**src/design/tinyrv1_pkg.sv**
```systemverilog
package tinyrv1_pkg;

  //========================================================================
  // Opcodes
  //========================================================================

  localparam logic [6:0] op_add  = 7'b0110011;
  localparam logic [6:0] op_addi = 7'b0010011;
  localparam logic [6:0] op_bne  = 7'b1100011;
  localparam logic [6:0] op_jal  = 7'b1101111;

  // Function fields that make an R-type add
  localparam logic [2:0] funct3_add = 3'b000;
  localparam logic [6:0] funct7_add = 7'b0000000;

  //========================================================================
  // Instruction fields
  //========================================================================

  localparam int opcode_lsb = 0;
  localparam int opcode_msb = 6;
  localparam int rd_lsb     = 7;
  localparam int rd_msb     = 11;
  localparam int funct3_lsb = 12;
  localparam int funct3_msb = 14;
  localparam int rs1_lsb    = 15;
  localparam int rs1_msb    = 19;
  localparam int rs2_lsb    = 20;
  localparam int rs2_msb    = 24;
  localparam int funct7_lsb = 25;
  localparam int funct7_msb = 31;

  //========================================================================
  // Select encodings
  //========================================================================

  typedef enum logic [1:0] {
    imm_i = 2'd0,
    imm_b = 2'd1,
    imm_j = 2'd2
  } imm_type_e;

  // Operand source, youngest producer first after the register file
  typedef enum logic [1:0] {
    byp_rf = 2'd0,
    byp_x  = 2'd1,
    byp_m  = 2'd2,
    byp_w  = 2'd3
  } byp_sel_e;

  typedef enum logic [1:0] {
    pc_plus4 = 2'd0,
    pc_jal   = 2'd1,
    pc_br    = 2'd2
  } pc_sel_e;

endpackage

```
**src/design/regfile.sv**
```systemverilog
module regfile (
  input  logic        clk,

  // Write port
  input  logic        wen,
  input  logic [4:0]  waddr,
  input  logic [31:0] wdata,

  // Read ports
  input  logic [4:0]  raddr0,
  input  logic [4:0]  raddr1,
  output logic [31:0] rdata0,
  output logic [31:0] rdata1
);

  logic [31:0] regs [32];

  always_ff @(posedge clk) begin
    if (wen) begin
      regs[waddr] <= wdata;
    end
  end

  // x0 is hardwired to zero whatever was written
  always_comb begin
    rdata0 = (raddr0 == 5'd0) ? 32'd0 : regs[raddr0];
    rdata1 = (raddr1 == 5'd0) ? 32'd0 : regs[raddr1];
  end

endmodule

```
**src/design/imm_gen.sv**
```systemverilog
module imm_gen (
  input  logic [31:0]            inst,
  input  tinyrv1_pkg::imm_type_e imm_type,
  output logic [31:0]            imm
);

  logic [31:0] imm_i_val;
  logic [31:0] imm_b_val;
  logic [31:0] imm_j_val;

  // I-type, addi
  assign imm_i_val = {{20{inst[31]}}, inst[31:20]};

  // B-type, bne offset in halfwords
  assign imm_b_val = {{19{inst[31]}}, inst[31], inst[7], inst[30:25],
                      inst[11:8], 1'b0};

  // J-type, jal offset in halfwords
  assign imm_j_val = {{11{inst[31]}}, inst[31], inst[19:12], inst[20],
                      inst[30:21], 1'b0};

  always_comb begin
    case (imm_type)
      tinyrv1_pkg::imm_i: imm = imm_i_val;
      tinyrv1_pkg::imm_b: imm = imm_b_val;
      tinyrv1_pkg::imm_j: imm = imm_j_val;
      default:            imm = 32'd0;
    endcase
  end

endmodule

```
**src/design/proc_dpath.sv**
```systemverilog
module proc_dpath #(
  parameter logic [31:0] reset_pc = 32'h0000_0200
) (
  input  logic                   clk,
  input  logic                   arst_n,

  // Instruction memory
  output logic [31:0]            imemreq_addr,
  input  logic [31:0]            imemresp_data,

  // Control
  input  logic                   reg_en_f,
  input  logic                   reg_en_d,
  input  tinyrv1_pkg::pc_sel_e   pc_sel_f,
  input  tinyrv1_pkg::imm_type_e imm_type_d,
  input  tinyrv1_pkg::byp_sel_e  op1_byp_sel_d,
  input  tinyrv1_pkg::byp_sel_e  op2_byp_sel_d,
  input  logic                   op2_sel_d,
  input  logic                   result_sel_x,
  input  logic                   rf_wen_w,
  input  logic [4:0]             rf_waddr_w,

  // Status
  output logic [31:0]            inst_d,
  output logic                   eq_x,

  output logic [31:0]            trace_data
);

  logic [31:0] rs1_data;
  logic [31:0] rs2_data;
  logic [31:0] imm_d;

  // Results fed back to the bypass muxes
  logic [31:0] result_x_next;
  logic [31:0] result_m;
  logic [31:0] result_w;

  //========================================================================
  // Stage F
  //========================================================================

  logic [31:0] pc;
  logic [31:0] pc_next;
  logic [31:0] pc_d;
  logic [31:0] pc_x;
  logic [31:0] imm_x;

  always_comb begin
    case (pc_sel_f)
      tinyrv1_pkg::pc_jal: pc_next = pc_d + imm_d;
      tinyrv1_pkg::pc_br:  pc_next = pc_x + imm_x;
      default:             pc_next = pc + 32'd4;
    endcase
  end

  always_ff @(posedge clk or negedge arst_n) begin
    if (!arst_n) begin
      pc <= reset_pc;
    end else if (reg_en_f) begin
      pc <= pc_next;
    end
  end

  assign imemreq_addr = pc;

  // Loaded only when a fetch completes
  always_ff @(posedge clk) begin
    if (reg_en_d) begin
      inst_d <= imemresp_data;
      pc_d   <= pc;
    end
  end

  //========================================================================
  // Stage D
  //========================================================================

  regfile u_regfile (
    .clk    (clk),
    .wen    (rf_wen_w),
    .waddr  (rf_waddr_w),
    .wdata  (result_w),
    .raddr0 (inst_d[tinyrv1_pkg::rs1_msb:tinyrv1_pkg::rs1_lsb]),
    .raddr1 (inst_d[tinyrv1_pkg::rs2_msb:tinyrv1_pkg::rs2_lsb]),
    .rdata0 (rs1_data),
    .rdata1 (rs2_data)
  );

  imm_gen u_imm_gen (
    .inst     (inst_d),
    .imm_type (imm_type_d),
    .imm      (imm_d)
  );

  logic [31:0] op1_byp;
  logic [31:0] op2_byp;

  always_comb begin
    case (op1_byp_sel_d)
      tinyrv1_pkg::byp_x: op1_byp = result_x_next;
      tinyrv1_pkg::byp_m: op1_byp = result_m;
      tinyrv1_pkg::byp_w: op1_byp = result_w;
      default:            op1_byp = rs1_data;
    endcase
    case (op2_byp_sel_d)
      tinyrv1_pkg::byp_x: op2_byp = result_x_next;
      tinyrv1_pkg::byp_m: op2_byp = result_m;
      tinyrv1_pkg::byp_w: op2_byp = result_w;
      default:            op2_byp = rs2_data;
    endcase
  end

  logic [31:0] op1_x;
  logic [31:0] op2_x;

  // Immediate kept apart from op2 so bne has both rs2 and its offset
  always_ff @(posedge clk) begin
    op1_x <= op1_byp;
    op2_x <= op2_sel_d ? imm_d : op2_byp;
    imm_x <= imm_d;
    pc_x  <= pc_d;
  end

  //========================================================================
  // Stage X
  //========================================================================

  assign eq_x = (op1_x == op2_x);

  // Sum for add/addi, link address for jal
  assign result_x_next = result_sel_x ? (pc_x + 32'd4) : (op1_x + op2_x);

  //========================================================================
  // Stages M and W
  //========================================================================

  always_ff @(posedge clk) begin
    result_m <= result_x_next;
    result_w <= result_m;
  end

  assign trace_data = result_w;

endmodule

```
**src/design/proc_ctrl.sv**
```systemverilog
module proc_ctrl (
  input  logic                   clk,
  input  logic                   arst_n,

  // Instruction memory
  output logic                   imemreq_val,
  input  logic                   imemresp_val,

  // Status
  input  logic [31:0]            inst_d,
  input  logic                   eq_x,

  // Control
  output logic                   reg_en_f,
  output logic                   reg_en_d,
  output tinyrv1_pkg::pc_sel_e   pc_sel_f,
  output tinyrv1_pkg::imm_type_e imm_type_d,
  output tinyrv1_pkg::byp_sel_e  op1_byp_sel_d,
  output tinyrv1_pkg::byp_sel_e  op2_byp_sel_d,
  output logic                   op2_sel_d,
  output logic                   result_sel_x,
  output logic                   rf_wen_w,
  output logic [4:0]             rf_waddr_w,

  output logic                   trace_wen,
  output logic [4:0]             trace_waddr
);

  //========================================================================
  // Decode in D
  //========================================================================

  logic [6:0] opcode_d;
  logic [2:0] funct3_d;
  logic [6:0] funct7_d;
  logic [4:0] rd_d;
  logic [4:0] rs1_d;
  logic [4:0] rs2_d;

  assign opcode_d = inst_d[tinyrv1_pkg::opcode_msb:tinyrv1_pkg::opcode_lsb];
  assign funct3_d = inst_d[tinyrv1_pkg::funct3_msb:tinyrv1_pkg::funct3_lsb];
  assign funct7_d = inst_d[tinyrv1_pkg::funct7_msb:tinyrv1_pkg::funct7_lsb];
  assign rd_d     = inst_d[tinyrv1_pkg::rd_msb:tinyrv1_pkg::rd_lsb];
  assign rs1_d    = inst_d[tinyrv1_pkg::rs1_msb:tinyrv1_pkg::rs1_lsb];
  assign rs2_d    = inst_d[tinyrv1_pkg::rs2_msb:tinyrv1_pkg::rs2_lsb];

  logic is_add_d;
  logic is_addi_d;
  logic is_bne_d;
  logic is_jal_d;
  logic wen_d;

  assign is_add_d  = (opcode_d == tinyrv1_pkg::op_add) &&
                     (funct3_d == tinyrv1_pkg::funct3_add) &&
                     (funct7_d == tinyrv1_pkg::funct7_add);
  assign is_addi_d = (opcode_d == tinyrv1_pkg::op_addi);
  assign is_bne_d  = (opcode_d == tinyrv1_pkg::op_bne);
  assign is_jal_d  = (opcode_d == tinyrv1_pkg::op_jal);

  // x0 writes dropped here, so no bypass can ever match x0
  assign wen_d = (is_add_d || is_addi_d || is_jal_d) && (rd_d != 5'd0);

  always_comb begin
    imm_type_d = tinyrv1_pkg::imm_i;
    if (is_bne_d) begin
      imm_type_d = tinyrv1_pkg::imm_b;
    end else if (is_jal_d) begin
      imm_type_d = tinyrv1_pkg::imm_j;
    end
  end

  assign op2_sel_d = is_addi_d;

  //========================================================================
  // Stage state
  //========================================================================

  logic       run;
  logic       valid_d;
  logic       valid_x, wen_x, bne_x, jal_x;
  logic       valid_m, wen_m;
  logic       valid_w, wen_w;
  logic [4:0] rd_x, rd_m, rd_w;

  logic fetch_go;
  logic br_taken_x;
  logic jal_go_d;

  assign imemreq_val = run;
  assign fetch_go    = run && imemresp_val;
  assign br_taken_x  = valid_x && bne_x && !eq_x;
  // An older taken branch squashes the jal itself
  assign jal_go_d    = valid_d && is_jal_d && !br_taken_x;

  always_ff @(posedge clk or negedge arst_n) begin
    if (!arst_n) begin
      run     <= 1'b0;
      valid_d <= 1'b0;
      valid_x <= 1'b0;
      wen_x   <= 1'b0;
      bne_x   <= 1'b0;
      jal_x   <= 1'b0;
      rd_x    <= 5'd0;
      valid_m <= 1'b0;
      wen_m   <= 1'b0;
      rd_m    <= 5'd0;
      valid_w <= 1'b0;
      wen_w   <= 1'b0;
      rd_w    <= 5'd0;
    end else begin
      run     <= 1'b1;
      // D empties when no fetch lands or F was squashed
      valid_d <= fetch_go && !br_taken_x && !jal_go_d;
      valid_x <= valid_d && !br_taken_x;
      wen_x   <= wen_d;
      bne_x   <= is_bne_d;
      jal_x   <= is_jal_d;
      rd_x    <= rd_d;
      valid_m <= valid_x;
      wen_m   <= wen_x;
      rd_m    <= rd_x;
      valid_w <= valid_m;
      wen_w   <= wen_m;
      rd_w    <= rd_m;
    end
  end

  //========================================================================
  // Fetch and redirect
  //========================================================================

  assign reg_en_f = fetch_go || br_taken_x || jal_go_d;
  assign reg_en_d = fetch_go;

  always_comb begin
    if (br_taken_x) begin
      pc_sel_f = tinyrv1_pkg::pc_br;
    end else if (jal_go_d) begin
      pc_sel_f = tinyrv1_pkg::pc_jal;
    end else begin
      pc_sel_f = tinyrv1_pkg::pc_plus4;
    end
  end

  //========================================================================
  // Bypass
  //========================================================================

  // Youngest older writer wins
  function automatic tinyrv1_pkg::byp_sel_e pick_byp(input logic [4:0] rs);
    if (valid_x && wen_x && (rd_x == rs)) begin
      return tinyrv1_pkg::byp_x;
    end else if (valid_m && wen_m && (rd_m == rs)) begin
      return tinyrv1_pkg::byp_m;
    end else if (valid_w && wen_w && (rd_w == rs)) begin
      return tinyrv1_pkg::byp_w;
    end
    return tinyrv1_pkg::byp_rf;
  endfunction

  always_comb begin
    op1_byp_sel_d = pick_byp(rs1_d);
    op2_byp_sel_d = pick_byp(rs2_d);
  end

  //========================================================================
  // Result and writeback
  //========================================================================

  assign result_sel_x = jal_x;
  assign rf_wen_w     = valid_w && wen_w;
  assign rf_waddr_w   = rd_w;
  assign trace_wen    = rf_wen_w;
  assign trace_waddr  = rd_w;

endmodule

```
**src/design/proc.sv**
```systemverilog
module proc #(
  parameter logic [31:0] reset_pc = 32'h0000_0200
) (
  input  logic        clk,
  input  logic        arst_n,

  // Instruction memory
  output logic        imemreq_val,
  output logic [31:0] imemreq_addr,
  input  logic        imemresp_val,
  input  logic [31:0] imemresp_data,

  // Register write trace from W
  output logic        trace_wen,
  output logic [4:0]  trace_waddr,
  output logic [31:0] trace_data
);

  logic                   reg_en_f;
  logic                   reg_en_d;
  tinyrv1_pkg::pc_sel_e   pc_sel_f;
  tinyrv1_pkg::imm_type_e imm_type_d;
  tinyrv1_pkg::byp_sel_e  op1_byp_sel_d;
  tinyrv1_pkg::byp_sel_e  op2_byp_sel_d;
  logic                   op2_sel_d;
  logic                   result_sel_x;
  logic                   rf_wen_w;
  logic [4:0]             rf_waddr_w;
  logic [31:0]            inst_d;
  logic                   eq_x;

  proc_ctrl u_ctrl (
    .clk           (clk),
    .arst_n        (arst_n),
    .imemreq_val   (imemreq_val),
    .imemresp_val  (imemresp_val),
    .inst_d        (inst_d),
    .eq_x          (eq_x),
    .reg_en_f      (reg_en_f),
    .reg_en_d      (reg_en_d),
    .pc_sel_f      (pc_sel_f),
    .imm_type_d    (imm_type_d),
    .op1_byp_sel_d (op1_byp_sel_d),
    .op2_byp_sel_d (op2_byp_sel_d),
    .op2_sel_d     (op2_sel_d),
    .result_sel_x  (result_sel_x),
    .rf_wen_w      (rf_wen_w),
    .rf_waddr_w    (rf_waddr_w),
    .trace_wen     (trace_wen),
    .trace_waddr   (trace_waddr)
  );

  proc_dpath #(
    .reset_pc (reset_pc)
  ) u_dpath (
    .clk           (clk),
    .arst_n        (arst_n),
    .imemreq_addr  (imemreq_addr),
    .imemresp_data (imemresp_data),
    .reg_en_f      (reg_en_f),
    .reg_en_d      (reg_en_d),
    .pc_sel_f      (pc_sel_f),
    .imm_type_d    (imm_type_d),
    .op1_byp_sel_d (op1_byp_sel_d),
    .op2_byp_sel_d (op2_byp_sel_d),
    .op2_sel_d     (op2_sel_d),
    .result_sel_x  (result_sel_x),
    .rf_wen_w      (rf_wen_w),
    .rf_waddr_w    (rf_waddr_w),
    .inst_d        (inst_d),
    .eq_x          (eq_x),
    .trace_data    (trace_data)
  );

endmodule

```
**config.mk**
```make
export PLATFORM = sky130hd
export DESIGN_NAME = proc
export DESIGN_NICKNAME = d
export VERILOG_FILES = /design/src/design/tinyrv1_pkg.sv /design/src/design/regfile.sv /design/src/design/imm_gen.sv /design/src/design/proc_dpath.sv /design/src/design/proc_ctrl.sv /design/src/design/proc.sv
export SDC_FILE = /design/constraint.sdc
export NUM_CORES = 2
export LEC_CHECK = 0
export BUFFER_PORTS_ARGS = -buffer_cell sky130_fd_sc_hd__buf_2
export CAP_MARGIN = 30
export CORE_ASPECT_RATIO = 1.25
export CORE_UTILIZATION = 45
export CTS_CLUSTER_SIZE = 30
export DETAILED_ROUTE_END_ITERATION = 16
export GPL_ROUTABILITY_DRIVEN = 1
export SYNTH_ARGS = -nofsm -noshare
export SYNTH_HDL_FRONTEND = slang
export SYNTH_SLANG_ARGS = --single-unit
```
**constraint.sdc**
```tcl
create_clock -name clk -period 9.4 [get_ports clk]
set_input_delay 1.88 -clock clk [delete_from_list [all_inputs] [get_ports clk]]
set_output_delay 1.88 -clock clk [all_outputs]
set_load 0.02 [all_outputs]
```
## Yosys cells after proc, flatten, opt, wreduce, memory -nomap -nowiden

Memory sizes are Yosys's and may differ from the RTL's. A register that Yosys moved wholly into a read port is not among the register bits.
Index checks and enable logic that the tools add are counted.
Widths: inputs -> output; s select.

| operators by class | value |
|---|---|
| add/sub/neg operators | 5 |
| multiply operators | 0 |
| divide/modulo/power cells | 0 |
| $lt $le $gt $ge | 0 |
| equality and inequality tests | 21 |
| shifts and indexed selects | 0 |
| muxes and demuxes | 30 |
| bitwise logic cells | 0 |
| reductions and logical operators | 33 |

Operators by type and width:

| cell | count |
|---|---|
| $pmux 32 s3 | 3 |
| $mux 32 | 4 |
| $add 32x32->32 | 3 |
| $add 32x3->32 const B | 2 |
| $pmux 32 s2 | 1 |
| $eq 32x32->1 | 1 |
| $eq 5x5->1 | 6 |
| $mux 2 | 11 |
| $logic_and 1x1->1 | 20 |
| $eq 7x7->1 const B | 2 |
| $eq 2x2->1 const B | 6 |
| $logic_not 5->1 | 2 |
| $mux 5 | 2 |
| $mux 1 | 9 |
| $eq 2x1->1 const B | 4 |
| $eq 7x5->1 const B | 1 |
| $eq 7x6->1 const B | 1 |
| $logic_not 7->1 | 1 |
| $reduce_bool 5->1 | 1 |
| $logic_or 1x1->1 | 4 |
| $logic_not 1->1 | 3 |
| $logic_not 3->1 | 1 |
| $logic_not 2->1 | 1 |

| storage, ports and cells | value |
|---|---|
| flip-flop bits (word level) | 313 |
| latch bits | 0 |
| memory bits (writable) | 1,024 |
| ROM bits | 0 |
| output and inout port bits | 71 |
| memories kept | 1 |

Memory list:

| name | words | bits a word | read ports | clocked after Yosys merged registers in | write ports | line | RTL |
|---|---|---|---|---|---|---|---|
| u_dpath.u_regfile.regs | 32 | 32 | 2 | 2 | 1 | regfile.sv:16 | `logic [31:0] regs [32];` |

## Logic depth before layout (Yosys ltp)

| depth | value |
|---|---|
| depth in word-level cells | 9 |
| depth in mapped cells | 18 |
| depth with buffers taken out | 16 |

## Modules after synthesis

From an unflattened synthesis, not the netlist that was laid out.

| unflattened totals | value |
|---|---|
| cell total of the unflattened synthesis | 4,136 |
| area, all modules | 64,398.0 sq um |

Modules (own cells, without submodules):

| module | times used | cells an instance | area an instance (sq um) | sequential area each (sq um) |
|---|---|---|---|---|
| regfile | 1 | 2,400 | 46,960.0 | 30,749.5 |
| proc_dpath | 1 | 1,588 | 15,916.5 | 6,567.5 |
| proc_ctrl | 1 | 108 | 1,228.7 | 625.6 |
| imm_gen | 1 | 40 | 292.8 | 0.0 |

## Worst setup path before layout

OpenSTA, ideal clock, no wires.

| timing | value |
|---|---|
| kind | input -> register |
| from | in imemresp_val |
| to | reg u_dpath.inst_d[0] (enable) |
| setup time | 453 ps |
| data arrival time | 4,087 ps |
| data required time | 8,947 ps |
| path slack | 4,860 ps |
| stages | 3 |
| buffers on the path | 1 |
| cell sequence | nand2_1 -> clkinv_1 -> clkbuf_1 |

| between the ends | value |
|---|---|
| longest elaborated chain between the ends | 1 |

Ends and longest elaborated chain:

| item | line | RTL |
|---|---|---|
| start, declared | proc.sv:10 | `input logic imemresp_val,` |
| $logic_and 1x1->1 | proc_ctrl.sv:90 | `assign fetch_go = run && imemresp_val;` |
| net reg_en_d | proc.sv:20 | `logic reg_en_d;` |
| end signal, assigned | proc_dpath.sv:70 | `inst_d <= imemresp_data;` |
| end, declared | proc_dpath.sv:24 | `output logic [31:0] inst_d,` |

The timed path passes the listed nets, and every way through them passes these cells.
A chain may end at the register's enable or synchronous reset.

## Worst setup path in the final report

| timing | value |
|---|---|
| from | reg u_dpath.inst_d[5] |
| to | reg u_dpath.pc[30], in the netlist u_dpath.imemreq_addr[30] |

| between the ends | value |
|---|---|
| longest elaborated chain between the ends | 7 |

Ends and longest elaborated chain:

| item | line | RTL |
|---|---|---|
| $eq 7x7->1 | proc_ctrl.sv:58 | `assign is_jal_d = (opcode_d == tinyrv1_pkg::op_jal);` |
| $mux 2 | proc_ctrl.sv:67 | `end else if (is_jal_d) begin` |
| $mux 2 (*) | proc_ctrl.sv:65 | `if (is_bne_d) begin` |
| $eq 2x2->1, or another cell as far along | imm_gen.sv:23 | `case (imm_type)` |
| $pmux 32 s3 (*) | imm_gen.sv:23 |  |
| net u_dpath.imm_d[0] | proc_dpath.sv:32 | `logic [31:0] imm_d;` |
| $add 32x32->32 (*) | proc_dpath.sv:51 | `tinyrv1_pkg::pc_jal: pc_next = pc_d + imm_d;` |
| $pmux 32 s2 (*) | proc_dpath.sv:50 | `case (pc_sel_f)` |
| end signal, assigned | proc_dpath.sv:59 | `pc <= reset_pc;` |
| end signal, assigned | proc_dpath.sv:61 | `pc <= pc_next;` |
| end, declared | proc_dpath.sv:43 | `logic [31:0] pc;` |

Mark *: on every way through the listed nets, which the timed path passes. The rest lies on a longest branch.

==> flow_metrics.py <==
metrics = {
    "global_route": {
        "antenna_found_initial": 1,
        "grt_pass1_vias": 37900,
        "grt_use_total_pct": 26.6,
        "grt_pass1_wl_um": 271000,
        "grt-ovfl-total": 0,
        "grt_max_degree": 76,
    },
    "floorplan": {
        "pin_count": 106,
        "die_h_um": 422,
        "initial_core_util_pct": 45.5,
        "coreArea_mm2": 0.140,
        "fp-row-count": 153,
        "die_area_mm2": 0.142,
        "dieWidth_um": 338,
    },
    "synthesis": {
        "yosysUniqueCellTypes": 87,
        "yosysTopAreaCell": "edfxtp_1",
        "synthFlopType": "edfxtp_1",
        "syn-instance-count": 3719,
        "yosys-top-cells-area": "edfxtp_1 (52%), mux4_2 (23%), dfxtp_1 (6.0%), dfrtp_1 (2.2%), ha_1 (1.9%)",
        "yosys.cell_count.top_type": "edfxtp_1",
        "synth-edff-count": 1088,
        "yosys_warnings": 0,
        "avgSynthCellArea_um2": 17.1,
        "seq_area_frac_synth_pct": 59.8,
        "synth_area_mm2": 0.0634,
        "ys_ff_latch": 1336,
        "synth.top_cell.area_share_pct": 51.5,
        "synth_commonest_cells": "edfxtp_1 (1088), mux4_2 (640), dfxtp_1 (191)",
        "syn_nets": 3852,
        "async_flop_share_pct": 4.27,
    },
    "setup_path": {
        "startpoint": "u_dpath.inst_d[5]$_DFFE_PP_",
        "cp_max_fo": 15,
        "worstRegToRegCells": 15,
        "critical_path_class": "register to register",
        "cp_common_cell": "a211oi_2",
        "critical_path_arrival_ps": 5140,
        "worstPathRequired_ps": 10050,
        "crit_path_start_kind": "register",
        "crit_path_max_incr_delay_ps": 580,
        "endpoint": "u_dpath.imemreq_addr[30]$_DFFE_PN0P_",
        "regToRegStartpoint": "u_dpath.inst_d[5]$_DFFE_PP_",
        "timing.reg2reg.setup_slack_ps": 4910,
        "path_cells": "nand2_1 -> nor3_1 -> and3_1 -> nor3b_1 -> ha_1 -> fa_1 -> a211oi_2 -> o21bai_1 -> a211oi_2 -> o31ai_2 -> a221o_1 -> o311ai_2 -> mux2_1 -> o221ai_1 -> mux2i_1",
        "critPathCaptureType": "register",
        "crit_path_top_delay_cell": "and3_1",
        "reg2reg_to": "u_dpath.imemreq_addr[30]$_DFFE_PN0P_",
    },
    "timing": {
        "finalSetupViolCount": 0,
        "max_freq_mhz": 223,
        "finalClockSkew_ps": 23.4,
        "min_period_ps": 4490,
        "final.setup.tns_ps": 0,
        "slew_headroom_pct": 28.2,
        "hold_viol": 0,
        "grt_setup_unrepaired": "no",
        "finalCritPeriodShare_pct": 47.7,
        "fin_ws_ps": 4910,
        "slew_viol_final": 0,
        "worst_pin_slew_ps": 1080,
    },
    "cells_and_area": {
        "final_net_count": 3957,
        "syn_to_final_growth_pct": 11.7,
        "drive_above_1_share_pct": 29.4,
    },
    "power": {
        "p_leak_uw": 0.0232,
        "ir_drop_uv": 121,
        "power_density_mw_per_mm2": 225,
    },
    "run_status": {
        "status": "finished clean",
    },
    "place": {
        "post-place-ws_ps": 4890,
        "portBuffers": 105,
        "gp_congestion": 0.923,
        "hpwl_um": 109000,
    },
    "clock_tree": {
        "cts_root_buf": "clkbuf_16",
        "post_cts_buffers": 0,
        "cts_tree": "yes",
        "ctsHtreeMaxLevel": 4,
        "hold_buffers": 0,
        "cts.clk_slew.worst_paths_ps": 60,
        "cts.sinks": 1336,
        "cts_inserted_buffers": 136,
        "clk_latency_ps": 780,
        "ctsLongestPathBuffers": 3,
        "ctsResizeCount": 0,
    },
    "drt": {
        "first_pass_iters": 5,
        "totalWireLength_um": 188000,
        "wl_per_cell_um": 32.4,
        "first_iter_violations": 4228,
        "drc": 0,
        "via_per_inst": 6.47,
        "postRouteAntennaNets": 0,
        "via_count": 37500,
    },
    "flow_run": {
        "cap_violations": 0,
    },
    "min_path": {
        "hold_class": "register to register",
    },
}
per-layer routing:
metal	share of wire, %	vias up	global-route usage, %	wire [um]
met3	6.8	299	4.11	12800
met2	50	1575	44.5	94700
met1	40	20000	35.8	74700
li1	-	15600	-	-
met4	3.0	0	8.16	5700
met5	0	-	0	0
state kept, by name (all words and copies together), names as in the netlist, 5 cells and up, named ones only:
| register | count |
|---|---|
| u_dpath.u_regfile.regs | 1024 |
| u_ctrl.rd_m | 5 |
| u_dpath.pc_x | 32 |
| u_ctrl.rf_waddr_w | 5 |
| u_ctrl.rd_x | 5 |
| u_dpath.inst_d | 32 |
| u_dpath.result_m | 32 |
| u_dpath.pc_d | 32 |
| u_dpath.trace_data | 32 |
| u_dpath.op2_x | 32 |
| u_dpath.imemreq_addr | 32 |
| u_dpath.op1_x | 32 |
| u_dpath.imm_x | 21 |
cells by family after synthesis:
kind of cell | after synthesis | synth area share, %
other | 1 | 0.00591
multiplexers | 725 | 24.1
buffers and inverters | 288 | 1.87
adder cells (fa/ha/maj) | 98 | 1.97
flip-flops | 1336 | 59.8
XOR/XNOR | 153 | 2.11
AND/OR/NAND/NOR | 573 | 4.23
AO/OA/AOI/OAI | 545 | 5.93
metrics by stage:
stage               hold slack [ps]  cell area, um^2  total power (uW)  cells  utilization [%]
global route                    364            70900             16500   5794             50.8
global placement                355            66500             10700   5543             47.6
finish                          364            70900             16000   5795             50.8
floorplan                       350            63400              9550   3719                -
detailed placement              358            66600             10700   5546             47.7
CTS                             358            70900             16000   5794             50.8
placed cells by master (no fill, tap or decap), types with 38 or more instances in the layout:
cell       count
ha_1          95
clkbuf_1      38
dfxtp_1      181
a21oi_1      117
buf_2        105
o21ai_0       60
a22oi_1       42
nor2_1       129
buf_4        105
mux4_2       640
edfxtp_1    1088
o21ai_1       49
nand3_1       58
nand2_1      179
a21o_1        54
mux2i_1       68
dfrtp_1       55
xnor2_1       87
clkbuf_16    143
xor2_1        66
worst min path at each step:
stage | cells after the start | slack, ps | endpoint | start
after floorplan | 0 | 350 | u_dpath.trace_data[10]$_DFF_P_ | u_dpath.result_m[10]$_DFF_P_
after global placement | 0 | 350 | u_dpath.trace_data[9]$_DFF_P_ | u_dpath.result_m[9]$_DFF_P_
after detailed placement | 0 | 360 | u_dpath.trace_data[9]$_DFF_P_ | u_dpath.result_m[9]$_DFF_P_
after CTS | 0 | 360 | u_dpath.trace_data[31]$_DFF_P_ | u_dpath.result_m[31]$_DFF_P_
after global routing | 0 | 360 | u_dpath.trace_data[31]$_DFF_P_ | u_dpath.result_m[31]$_DFF_P_
final | 0 | 360 | u_dpath.trace_data[31]$_DFF_P_ | u_dpath.result_m[31]$_DFF_P_
cell type report:
cell class	count	area, um^2
fillers	11300	68700
flip-flops and latches	1336	38000
multi-input cells	2095	24600
clock buffers	187	3800
well taps	1860	2330
repair buffers	220	1520
clock inverters	61	522
inverters	35	133
diodes	1	2.50
worst max-delay path: cells and delay by family (launching register included):
kind / cells / cell delay (ps)
and+or+nand+nor: 4 / 1030
AOI/OAI and AO/OA: 7 / 1750
muxes: 2 / 460
adders and majority gates: 2 / 710
DFF: 1 / 420
power by group:
part           total (uW)  internal (uW)  switching [uW]  leakage [uW]
sequential           7610           7350             263        0.0121
combinational        2990           1020            1970       0.00899
clock                5360           3040            2330       0.00212
(Power assumes the default switching activity.)
